[config.mk]
export PLATFORM = sky130hd
export DESIGN_NAME = minimips_core
export DESIGN_NICKNAME = d
export VERILOG_FILES = /design/src/rtl/minimips_pkg.sv /design/src/rtl/minimips_ifs.sv /design/src/rtl/minimips_core.sv /design/src/rtl/exe_stage.sv /design/src/rtl/regfile.sv /design/src/rtl/decode_stage.sv /design/src/rtl/fetch_stage.sv
export SDC_FILE = /design/constraint.sdc
export NUM_CORES = 2
export LEC_CHECK = 0
export BUFFER_PORTS_ARGS = -buffer_cell sky130_fd_sc_hd__buf_2
export CAP_MARGIN = 20
export CORE_ASPECT_RATIO = 1.4
export CORE_UTILIZATION = 35
export CTS_CLUSTER_SIZE = 12
export DETAILED_ROUTE_END_ITERATION = 8
export GPL_ROUTABILITY_DRIVEN = 0
export MAX_ROUTING_LAYER = met4
export RECOVER_POWER = 50
export SLEW_MARGIN = 10
export SYNTH_ARGS = -nofsm -noshare
export SYNTH_HDL_FRONTEND = slang
export SYNTH_SLANG_ARGS = --single-unit
[constraint.sdc]
create_clock -name cpu_clk_50m_i -period 4.8 [get_ports cpu_clk_50m_i]
set_input_delay 0.48 -clock cpu_clk_50m_i [delete_from_list [all_inputs] [get_ports cpu_clk_50m_i]]
set_output_delay 0.48 -clock cpu_clk_50m_i [all_outputs]
set_load 0.02 [all_outputs]
[src/rtl/minimips_pkg.sv]
`default_nettype none

package minimips_pkg;

    parameter int WORD_W     = 32;
    parameter int REG_ADDR_W = 5;

    typedef logic [WORD_W-1:0]     word_t;
    typedef logic [REG_ADDR_W-1:0] reg_addr_t;

    // major opcodes, inst[31:26]
    typedef enum logic [5:0] {
        OP_SPECIAL = 6'b000000,
        OP_ADDIU   = 6'b001001,
        OP_ANDI    = 6'b001100,
        OP_ORI     = 6'b001101,
        OP_XORI    = 6'b001110,
        OP_LUI     = 6'b001111
    } opcode_e;

    // function field of SPECIAL, inst[5:0]
    typedef enum logic [5:0] {
        FN_SLL  = 6'b000000,
        FN_ADDU = 6'b100001,
        FN_SUBU = 6'b100011,
        FN_AND  = 6'b100100,
        FN_OR   = 6'b100101,
        FN_XOR  = 6'b100110,
        FN_SLT  = 6'b101010
    } funct_e;

    typedef enum logic [3:0] {
        ALU_ADD = 4'd0,
        ALU_SUB = 4'd1,
        ALU_AND = 4'd2,
        ALU_OR  = 4'd3,
        ALU_XOR = 4'd4,
        ALU_SLT = 4'd5, // signed compare
        ALU_SLL = 4'd6, // src2 << src1[4:0]
        ALU_LUI = 4'd7  // imm into upper half
    } aluop_e;

endpackage

`default_nettype wire
[src/rtl/minimips_ifs.sv]
`default_nettype none

// decode to execute, one instruction per cycle
interface id_exe_if;
    logic                      valid;
    minimips_pkg::aluop_e      aluop;
    minimips_pkg::word_t       src1;
    minimips_pkg::word_t       src2;
    minimips_pkg::reg_addr_t   wa;
    logic                      wreg;
    minimips_pkg::word_t       pc;

    modport source (
        output valid, aluop, src1, src2, wa, wreg, pc
    );

    modport sink (
        input valid, aluop, src1, src2, wa, wreg, pc
    );
endinterface

// execute result towards register file and trace
interface exe_wb_if;
    logic                      wreg; // already qualified by valid
    minimips_pkg::reg_addr_t   wa;
    minimips_pkg::word_t       wd;
    minimips_pkg::word_t       pc;

    modport source (
        output wreg, wa, wd, pc
    );

    modport sink (
        input wreg, wa, wd, pc
    );
endinterface

`default_nettype wire

[src/rtl/minimips_core.sv]
`default_nettype none

module minimips_core #(
    parameter minimips_pkg::word_t RESET_PC = 32'hbfc00000
) (
    input  logic                    cpu_clk_50m_i,
    input  logic                    rst_n_i,

    output logic                    inst_req_o,
    output minimips_pkg::word_t     inst_addr_o,
    input  minimips_pkg::word_t     inst_rdata_i,
    input  logic                    inst_data_ok_i,

    output minimips_pkg::word_t     debug_wb_pc_o,
    output logic [3:0]              debug_wb_rf_wen_o,
    output minimips_pkg::reg_addr_t debug_wb_rf_wnum_o,
    output minimips_pkg::word_t     debug_wb_rf_wdata_o
);

    logic                    if_valid;
    minimips_pkg::word_t     if_inst;
    minimips_pkg::word_t     if_pc;

    minimips_pkg::reg_addr_t ra1;
    minimips_pkg::reg_addr_t ra2;
    minimips_pkg::word_t     rd1;
    minimips_pkg::word_t     rd2;

    logic                    exe_fwd_wreg;
    minimips_pkg::reg_addr_t exe_fwd_wa;
    minimips_pkg::word_t     exe_fwd_wd;

    id_exe_if id_exe ();
    exe_wb_if exe_wb ();

    fetch_stage #(.RESET_PC(RESET_PC)) u_fetch (
        .cpu_clk_50m_i(cpu_clk_50m_i), .rst_n_i(rst_n_i),
        .inst_req_o(inst_req_o), .inst_addr_o(inst_addr_o),
        .inst_rdata_i(inst_rdata_i), .inst_data_ok_i(inst_data_ok_i),
        .if_valid_o(if_valid), .if_inst_o(if_inst), .if_pc_o(if_pc)
    );

    decode_stage u_decode (
        .cpu_clk_50m_i(cpu_clk_50m_i), .rst_n_i(rst_n_i),
        .if_valid_i(if_valid), .if_inst_i(if_inst), .if_pc_i(if_pc),
        .ra1_o(ra1), .ra2_o(ra2), .rd1_i(rd1), .rd2_i(rd2),
        .exe_fwd_wreg_i(exe_fwd_wreg), .exe_fwd_wa_i(exe_fwd_wa),
        .exe_fwd_wd_i(exe_fwd_wd),
        .id_exe(id_exe.source)
    );

    // written from the exe/wb register, that is the wb stage
    regfile u_regfile (
        .cpu_clk_50m_i(cpu_clk_50m_i), .rst_n_i(rst_n_i),
        .we_i(exe_wb.wreg), .wa_i(exe_wb.wa), .wd_i(exe_wb.wd),
        .ra1_i(ra1), .ra2_i(ra2), .rd1_o(rd1), .rd2_o(rd2)
    );

    exe_stage u_exe (
        .cpu_clk_50m_i(cpu_clk_50m_i), .rst_n_i(rst_n_i),
        .id_exe(id_exe.sink), .exe_wb(exe_wb.source),
        .exe_fwd_wreg_o(exe_fwd_wreg), .exe_fwd_wa_o(exe_fwd_wa),
        .exe_fwd_wd_o(exe_fwd_wd)
    );

    // trace ports
    assign debug_wb_pc_o       = exe_wb.pc;
    assign debug_wb_rf_wen_o   = {4{exe_wb.wreg}}; // full word writes only
    assign debug_wb_rf_wnum_o  = exe_wb.wa;
    assign debug_wb_rf_wdata_o = exe_wb.wd;

endmodule

`default_nettype wire

[src/rtl/exe_stage.sv]
`default_nettype none

module exe_stage (
    input  logic                    cpu_clk_50m_i,
    input  logic                    rst_n_i,

    id_exe_if.sink                  id_exe,
    exe_wb_if.source                exe_wb,

    // forwarding back into decode
    output logic                    exe_fwd_wreg_o,
    output minimips_pkg::reg_addr_t exe_fwd_wa_o,
    output minimips_pkg::word_t     exe_fwd_wd_o
);

    minimips_pkg::word_t alu_res;
    logic                wr_en;
    logic                lt;

    assign lt    = $signed(id_exe.src1) < $signed(id_exe.src2);
    assign wr_en = id_exe.valid & id_exe.wreg; // bubbles never write

    always_comb begin
        case (id_exe.aluop)
            minimips_pkg::ALU_ADD: alu_res = id_exe.src1 + id_exe.src2;
            minimips_pkg::ALU_SUB: alu_res = id_exe.src1 - id_exe.src2;
            minimips_pkg::ALU_AND: alu_res = id_exe.src1 & id_exe.src2;
            minimips_pkg::ALU_OR:  alu_res = id_exe.src1 | id_exe.src2;
            minimips_pkg::ALU_XOR: alu_res = id_exe.src1 ^ id_exe.src2;
            minimips_pkg::ALU_SLT: begin
                alu_res = {{(minimips_pkg::WORD_W-1){1'b0}}, lt};
            end
            minimips_pkg::ALU_SLL: alu_res = id_exe.src2 << id_exe.src1[4:0];
            minimips_pkg::ALU_LUI: alu_res = {id_exe.src2[15:0], 16'h0000};
            default:               alu_res = '0;
        endcase
    end

    assign exe_fwd_wreg_o = wr_en;
    assign exe_fwd_wa_o   = id_exe.wa;
    assign exe_fwd_wd_o   = alu_res;

    always_ff @(posedge cpu_clk_50m_i or negedge rst_n_i) begin
        if (!rst_n_i) begin
            exe_wb.wreg <= 1'b0;
        end else begin
            exe_wb.wreg <= wr_en;
        end
    end

    always_ff @(posedge cpu_clk_50m_i) begin
        exe_wb.wa <= id_exe.wa;
        exe_wb.wd <= alu_res;
        exe_wb.pc <= id_exe.pc;
    end

endmodule

`default_nettype wire

[src/rtl/regfile.sv]
`default_nettype none

module regfile (
    input  logic                    cpu_clk_50m_i,
    input  logic                    rst_n_i,
    input  logic                    we_i,
    input  minimips_pkg::reg_addr_t wa_i,
    input  minimips_pkg::word_t     wd_i,
    input  minimips_pkg::reg_addr_t ra1_i,
    input  minimips_pkg::reg_addr_t ra2_i,
    output minimips_pkg::word_t     rd1_o,
    output minimips_pkg::word_t     rd2_o
);

    minimips_pkg::word_t regs [32];

    always_ff @(posedge cpu_clk_50m_i or negedge rst_n_i) begin
        if (!rst_n_i) begin
            for (int i = 0; i < 32; i++) begin
                regs[i] <= '0;
            end
        end else if (we_i && wa_i != '0) begin
            regs[wa_i] <= wd_i;
        end
    end

    // r0 reads zero, same-cycle write is passed through
    assign rd1_o = (ra1_i == '0)                  ? '0   :
                   (we_i && wa_i == ra1_i)         ? wd_i : regs[ra1_i];
    assign rd2_o = (ra2_i == '0)                  ? '0   :
                   (we_i && wa_i == ra2_i)         ? wd_i : regs[ra2_i];

endmodule

`default_nettype wire

[src/rtl/decode_stage.sv]
`default_nettype none

module decode_stage (
    input  logic                    cpu_clk_50m_i,
    input  logic                    rst_n_i,

    // from if/id
    input  logic                    if_valid_i,
    input  minimips_pkg::word_t     if_inst_i,
    input  minimips_pkg::word_t     if_pc_i,

    // register file read
    output minimips_pkg::reg_addr_t ra1_o,
    output minimips_pkg::reg_addr_t ra2_o,
    input  minimips_pkg::word_t     rd1_i,
    input  minimips_pkg::word_t     rd2_i,

    // result of the instruction now in exe
    input  logic                    exe_fwd_wreg_i,
    input  minimips_pkg::reg_addr_t exe_fwd_wa_i,
    input  minimips_pkg::word_t     exe_fwd_wd_i,

    id_exe_if.source                id_exe
);

    minimips_pkg::opcode_e   op;
    minimips_pkg::funct_e    fn;
    minimips_pkg::reg_addr_t rs;
    minimips_pkg::reg_addr_t rt;
    minimips_pkg::reg_addr_t rd;
    minimips_pkg::reg_addr_t sa;
    logic [15:0]             imm;
    minimips_pkg::word_t     sext_imm;
    minimips_pkg::word_t     zext_imm;
    minimips_pkg::word_t     rs_val;
    minimips_pkg::word_t     rt_val;

    minimips_pkg::aluop_e    aluop;
    minimips_pkg::word_t     src1;
    minimips_pkg::word_t     src2;
    minimips_pkg::reg_addr_t wa;
    logic                    known;

    assign op  = minimips_pkg::opcode_e'(if_inst_i[31:26]);
    assign fn  = minimips_pkg::funct_e'(if_inst_i[5:0]);
    assign rs  = if_inst_i[25:21];
    assign rt  = if_inst_i[20:16];
    assign rd  = if_inst_i[15:11];
    assign sa  = if_inst_i[10:6];
    assign imm = if_inst_i[15:0];

    assign sext_imm = {{16{imm[15]}}, imm};
    assign zext_imm = {16'h0000, imm};

    assign ra1_o = rs;
    assign ra2_o = rt;

    // exe has priority, wb is covered by regfile write-through
    assign rs_val = (exe_fwd_wreg_i && exe_fwd_wa_i == rs) ? exe_fwd_wd_i : rd1_i;
    assign rt_val = (exe_fwd_wreg_i && exe_fwd_wa_i == rt) ? exe_fwd_wd_i : rd2_i;

    always_comb begin
        aluop = minimips_pkg::ALU_ADD;
        src1  = rs_val;
        src2  = rt_val;
        wa    = rd;
        known = 1'b1;
        case (op)
            minimips_pkg::OP_SPECIAL: begin
                case (fn)
                    minimips_pkg::FN_ADDU: aluop = minimips_pkg::ALU_ADD;
                    minimips_pkg::FN_SUBU: aluop = minimips_pkg::ALU_SUB;
                    minimips_pkg::FN_AND:  aluop = minimips_pkg::ALU_AND;
                    minimips_pkg::FN_OR:   aluop = minimips_pkg::ALU_OR;
                    minimips_pkg::FN_XOR:  aluop = minimips_pkg::ALU_XOR;
                    minimips_pkg::FN_SLT:  aluop = minimips_pkg::ALU_SLT;
                    minimips_pkg::FN_SLL: begin
                        aluop = minimips_pkg::ALU_SLL;
                        src1  = {27'b0, sa}; // shift amount from the instruction
                    end
                    default: known = 1'b0;
                endcase
            end
            minimips_pkg::OP_ADDIU: begin
                aluop = minimips_pkg::ALU_ADD;
                src2  = sext_imm;
                wa    = rt;
            end
            minimips_pkg::OP_ANDI: begin
                aluop = minimips_pkg::ALU_AND;
                src2  = zext_imm;
                wa    = rt;
            end
            minimips_pkg::OP_ORI: begin
                aluop = minimips_pkg::ALU_OR;
                src2  = zext_imm;
                wa    = rt;
            end
            minimips_pkg::OP_XORI: begin
                aluop = minimips_pkg::ALU_XOR;
                src2  = zext_imm;
                wa    = rt;
            end
            minimips_pkg::OP_LUI: begin
                aluop = minimips_pkg::ALU_LUI;
                src2  = zext_imm; // shifted up in exe
                wa    = rt;
            end
            default: known = 1'b0; // anything else is a no-op
        endcase
    end

    always_ff @(posedge cpu_clk_50m_i or negedge rst_n_i) begin
        if (!rst_n_i) begin
            id_exe.valid <= 1'b0;
            id_exe.wreg  <= 1'b0;
        end else begin
            id_exe.valid <= if_valid_i;
            id_exe.wreg  <= known && (wa != '0); // r0 writes dropped here
        end
    end

    always_ff @(posedge cpu_clk_50m_i) begin
        id_exe.aluop <= aluop;
        id_exe.src1  <= src1;
        id_exe.src2  <= src2;
        id_exe.wa    <= wa;
        id_exe.pc    <= if_pc_i;
    end

endmodule

`default_nettype wire

[src/rtl/fetch_stage.sv]
`default_nettype none

module fetch_stage #(
    parameter minimips_pkg::word_t RESET_PC = 32'hbfc00000
) (
    input  logic                cpu_clk_50m_i,
    input  logic                rst_n_i,

    // sram-like instruction port
    output logic                inst_req_o,
    output minimips_pkg::word_t inst_addr_o,
    input  minimips_pkg::word_t inst_rdata_i,
    input  logic                inst_data_ok_i,

    // if/id register
    output logic                if_valid_o,
    output minimips_pkg::word_t if_inst_o,
    output minimips_pkg::word_t if_pc_o
);

    minimips_pkg::word_t pc;
    logic                xfer;

    // a transfer completes when req and data_ok meet at an edge
    assign xfer        = inst_req_o & inst_data_ok_i;
    assign inst_addr_o = pc; // held until the transfer completes

    always_ff @(posedge cpu_clk_50m_i or negedge rst_n_i) begin
        if (!rst_n_i) begin
            inst_req_o <= 1'b0;
            pc         <= RESET_PC;
            if_valid_o <= 1'b0;
        end else begin
            inst_req_o <= 1'b1; // stays up once out of reset
            if_valid_o <= xfer; // no data this cycle gives a bubble
            if (xfer) begin
                pc <= pc + minimips_pkg::word_t'(4);
            end
        end
    end

    // instruction and its pc, qualified by if_valid_o
    always_ff @(posedge cpu_clk_50m_i) begin
        if (xfer) begin
            if_inst_o <= inst_rdata_i;
            if_pc_o   <= pc;
        end
    end

endmodule

`default_nettype wire

After elaboration in Yosys (flattened, before gate mapping). Cells that the tools add are included. W data, S select, Z words.

Register bits after elaboration: 1299. Output and inout port bits: 106.

Add/sub/neg operators: 3. Magnitude comparators: 5. Eq/ne operators: 22. Shifts and indexed selects: 1. Mux-type cells: 24. Bitwise operators: 8. Reductions and logical operators: 17.

Operator list (count): $bwmux W1024 (1); $mux W32 (13); $bmux W32 S5 (2); $pmux W32 S8 (1); $demux W32 S5 (1); $pmux W32 S2 (1); $eq A6 B6 Y1 const B (6); $add A32 B3 Y32 const B (1); $add A32 B32 Y32 (1); $and A32 B32 Y32 (1); $lt A32 B32 Y1 (1); $or A32 B32 Y32 (1); $shl A32 B5 Y32 (1); $sub A32 B32 Y32 (1); $xor A32 B32 Y32 (1); $eq A6 B4 Y1 const B (5); $eq A5 B5 Y1 (4); $pmux W4 S5 (1); $ge A6 B6 Y1 const B (3); $not A5 Y6 (3); $pmux W3 S6 (1); $eq A4 B3 Y1 const B (4); $logic_not A6 Y1 (2); $logic_not A5 Y1 (2); 13 further kinds (22).

Longest topological paths before layout.
Depth after elaboration: 9. Mapped depth: 16. Mapped depth without buffers: 12.

Cells and area by module. A second synthesis with hierarchy kept.

Cell total of the unflattened synthesis: 5403. Area total of the unflattened synthesis: 70496.4 um2.

By module, submodules not included: regfile (times used 1, cells each 3673, area each 54544.8 um2, seq. area each 25624.6 um2); exe_stage (times used 1, cells each 1101, area each 8381.8 um2, seq. area each 1406.3 um2); decode_stage (times used 1, cells each 433, area each 4177.8 um2, seq. area each 2132.0 um2); fetch_stage (times used 1, cells each 192, area each 3362.0 um2, seq. area each 2673.8 um2); minimips_core (times used 1, cells each 4, area each 30.0 um2, seq. area each 0.0 um2).

Worst setup path before layout. Ideal clock, no wire load.

Kind: in2reg. Start: in inst_data_ok_i. End: reg u_fetch.pc[31], in the netlist u_fetch.inst_addr_o[31]. Arrival time: 4244 ps. Data required time: 4725 ps. Setup slack: 481 ps. Cell stages on the path: 9. Path buffers: 1. Cells stage by stage: and2_1 -> clkbuf_1 -> nand4_1 -> or3_1 -> nor2_1 -> nand4_1 -> or3_1 -> nor2_1 -> xor2_1.

Longest elaborated chain between the ends: 1.

RTL lines: from (decl) (RTL line minimips_core.sv:12) `input logic inst_data_ok_i,`; $and A1 B1 Y1 (RTL line fetch_stage.sv:25) `assign xfer = inst_req_o & inst_data_ok_i;`; named net u_fetch.xfer (RTL line fetch_stage.sv:22) `logic xfer;`; to (signal assigned) (RTL line fetch_stage.sv:37) `pc <= pc + minimips_pkg::word_t'(4);`; to (decl) (RTL line fetch_stage.sv:21) `minimips_pkg::word_t pc;`.

The timed path passes the listed nets, and every way through them passes these cells. A chain may end at the register's enable or synchronous reset.

Worst setup path in the final report.
Start: reg u_decode.id_exe.src2[11]. End: reg u_decode.id_exe.src1[31].

Longest elaborated chain between the ends: 5.

RTL lines: from (decl) (RTL line minimips_ifs.sv:14) `output valid, aluop, src1, src2, wa, wreg, pc`; $sub A32 B32 Y32 (tied with other cells) (RTL line exe_stage.sv:26) `minimips_pkg::ALU_SUB: alu_res = id_exe.src1 - id_exe.src2;`; $pmux W32 S8 (*) (RTL line exe_stage.sv:24) `case (id_exe.aluop)`; $mux W32 (*) (RTL line decode_stage.sv:59) `assign rs_val = (exe_fwd_wreg_i && exe_fwd_wa_i == rs) ? exe_fwd_wd_i : rd1_i;`; $mux W32 (RTL line decode_stage.sv:70) `case (fn)`; $mux W32 (*) (RTL line decode_stage.sv:68) `case (op)`; named net u_decode.src1[31] (RTL line decode_stage.sv:39) `minimips_pkg::word_t src1;`; to (decl) (RTL line minimips_ifs.sv:14).

Mark *: on every way through the listed nets, which the timed path passes. The rest lies on a longest branch.

==> flow_metrics.tcl <==
set metrics [dict create \
    n_fill_cell 18400 \
    violations "capacitance limit, slew limit" \
    grt_setup_unrepaired "false" \
    syn_area_sq_mm 0.0700 \
    fmax_ghz 0.231 \
    grt_pass1_wl_um 349000 \
    regToRegSetupSlack_ns 0.47 \
    antenna_found_initial 10 \
    area_growth_pct 12.6 \
    grt_overflow 0 \
    start_util_pct 35.3 \
    via_per_inst 6.06 \
    fin_skew_ns 0.0622 \
    start_kind "flop" \
    multiInputGateArea_sq_mm 0.0360 \
    nets 5344 \
    layout_common_cells "dfrtp_1, mux2_2, mux4_2" \
    avgSynthCellArea_sq_um 13.4 \
    synth-main-ff-cell "dfrtp_1" \
    layout-drive-gt1-share_pct 36.7 \
    synth_area_leaders "dfrtp_1, mux4_2, mux2_2" \
    dpl.hpwl_um 148000 \
    tightest_slew_ns 2.75 \
    hp-class "flop to flop" \
    route.vias.total 48100 \
    grt_pass1_vias 49600 \
    syn_inst 5225 \
    ir_drop_mv 0.332 \
    cts_setup_buffers 0 \
    wirelength_um 237000 \
    grt_usage_pct 23.9 \
    wl_per_cell_um 29.9 \
    hold_viol 0 \
    synth_cell_types 92 \
    ys_seq_elements 1290 \
    drt_iter0_drc 4872 \
    synth_top_cell_by_area "dfrtp_1" \
    worst_setup_path_end_kind "flop" \
    maxSlewViolCount 105 \
    fin_crit_ns 4.33 \
    io_buffers 136 \
    worstPathRequired_ns 5.57 \
    synthArstFlopShare_pct 82.1 \
    synth_top_area_share_pct 37.5 \
    finalSetupViolCount 0 \
    status "complete, but fails checks" \
    cts-root-buf "clkbuf_16" \
    path_clk_slew_ns 0.06 \
    synth-edff-count 62 \
    final_common_cell "dfrtp_1" \
    drv_cap 3 \
    rows 193 \
    slew-limit-headroom_pct -83.6 \
    final_antenna_net_count 0 \
    clk_latency_ns 0.81 \
    dieArea_sq_mm 0.202 \
    min_period_over_period_pct 90.2 \
    power.total_w 0.0245 \
    coreArea_sq_mm 0.198 \
    drt_first_pass_iters 7 \
    ioPinCount 141 \
    tns_ns 0 \
    cts_buffers 147 \
    ys_warn_count 0 \
    p_leak_nw 35.1 \
    drc 0 \
    ys_seq_area_share_pct 45.3 \
    die_y_um 531 \
    die_x_um 380 \
    ctsHtreeMaxLevel 4 \
    worstSetupPathType "flop to flop" \
    clock_sinks 1290 \
    cts_tree "built" \
    grt_max_degree 131 \
    cts_max_path_buffers 4 \
    regArea_sq_mm 0.0318 \
    arrival_ns 5.10 \
    critPathMaxFanout 16 \
    power_density_mw_per_mm2 311 \
]
-- state kept, by name, indices dropped and copies added (netlist names) --
signal and count:
u_regfile.regs 1024, u_decode.id_exe.wreg 1, u_decode.id_exe.src1 32, u_decode.id_exe.aluop 3, u_decode.id_exe.wa 5, u_exe.exe_wb.wreg 1
u_fetch.if_valid_o 1, u_exe.exe_wb.wd 32, u_decode.id_exe.valid 1, u_fetch.if_inst_o 32, u_fetch.if_pc_o 30, u_decode.id_exe.pc 30
u_exe.exe_wb.wa 5, u_fetch.inst_req_o 1, u_exe.exe_wb.pc 30, u_fetch.inst_addr_o 30, u_decode.id_exe.src2 32
-- critical path, cell delays in order (launching register included) --
cell,delay [ns]
dfxtp_1,0.49
inv_1,0.11
ha_1,0.48
nor4_1,0.62
nand2_1,0.13
a211oi_1,0.69
nor3_2,0.23
o21ai_1,0.58
a21oi_1,0.20
mux2_1,0.35
o22a_2,0.23
o22ai_1,0.16
-- area by class of cell --
class,count,area share [%]
Multi-Input combinational cell,3292,45.6
Sequential cell,1290,40.3
Clock inverter,20,0.286
Inverter,117,0.560
Timing Repair Buffer,347,3.56
Antenna cell,6,0.0190
Clock buffer,229,5.49
Tap cell,2632,4.18
-- cells in the mapped netlist, drive strengths merged, types with 112 or more instances --
| master | instances |
|---|---|
| dfxtp | 169 |
| mux4 | 534 |
| nand2 | 183 |
| a221oi | 114 |
| inv | 117 |
| o21ai | 143 |
| ha | 112 |
| clkbuf | 359 |
| mux2 | 1008 |
| dfrtp | 1050 |
| buf | 170 |
| nor2 | 198 |
| a21oi | 151 |
| mux2i | 245 |
-- path summary, 6_finish.rpt --
kind,cells after the start,from,end
hold reg to reg,0,u_decode.id_exe.pc[15],u_exe.exe_wb.pc[15]
setup / recovery,11,u_decode.id_exe.src2[11],u_decode.id_exe.src1[31]
min in group asynchronous,2,rst_n_i,u_regfile.regs[433]
hold / removal,0,u_decode.id_exe.pc[15],u_exe.exe_wb.pc[15]
setup reg to reg,11,u_decode.id_exe.src2[11],u_decode.id_exe.src1[31]
max in group asynchronous,3,rst_n_i,u_regfile.regs[900]
-- routing by layer --
layer | vias up | part of all wire, % | track usage [%]
met5 | - | 0 | -
met4 | 0 | 5.8 | 12.2
met2 | 2103 | 48 | 38.0
met1 | 25400 | 39 | 29.0
met3 | 712 | 7.2 | 4.37
li1 | 19900 | - | -
-- power by group --
part           internal, W  switching [W]
clock              0.00636        0.00466
sequential          0.0111       0.000255
combinational     0.000717        0.00138
total               0.0182        0.00630
-- metrics by stage --
stage / instance area, sq um / cells / utilization [%] / hold slack (ns) / setup slack, ns
4_1_cts: 78900 / 7922 / 39.8 / 0.221 / 0.680
2_1_floorplan: 70100 / 5228 / - / 0.184 / 0.481
3_3_place_gp: 74000 / 7636 / 37.3 / 0.311 / 0.743
5_1_grt: 78900 / 7933 / 39.8 / 0.325 / 0.263
3_5_place_dp: 74000 / 7640 / 37.3 / 0.312 / 0.690
6_report: 78900 / 7933 / 39.8 / 0.319 / 0.469
-- cell families after synthesis --
logic type	synth area share [%]
XOR/XNOR	0.938
AND/OR/NAND/NOR	3.78
multiplexers	36.9
AO/OA/AOI/OAI	7.29
other	0.0107
adder cells (fa/ha/maj)	2.06
flip-flops	45.3
buffers and inverters	3.68
-- timing repair --
action,in CTS,in global routing
gates resized for setup,0,0
hold endpoints to repair,101,0
hold buffers,33,0
(Power assumes the default switching activity.)
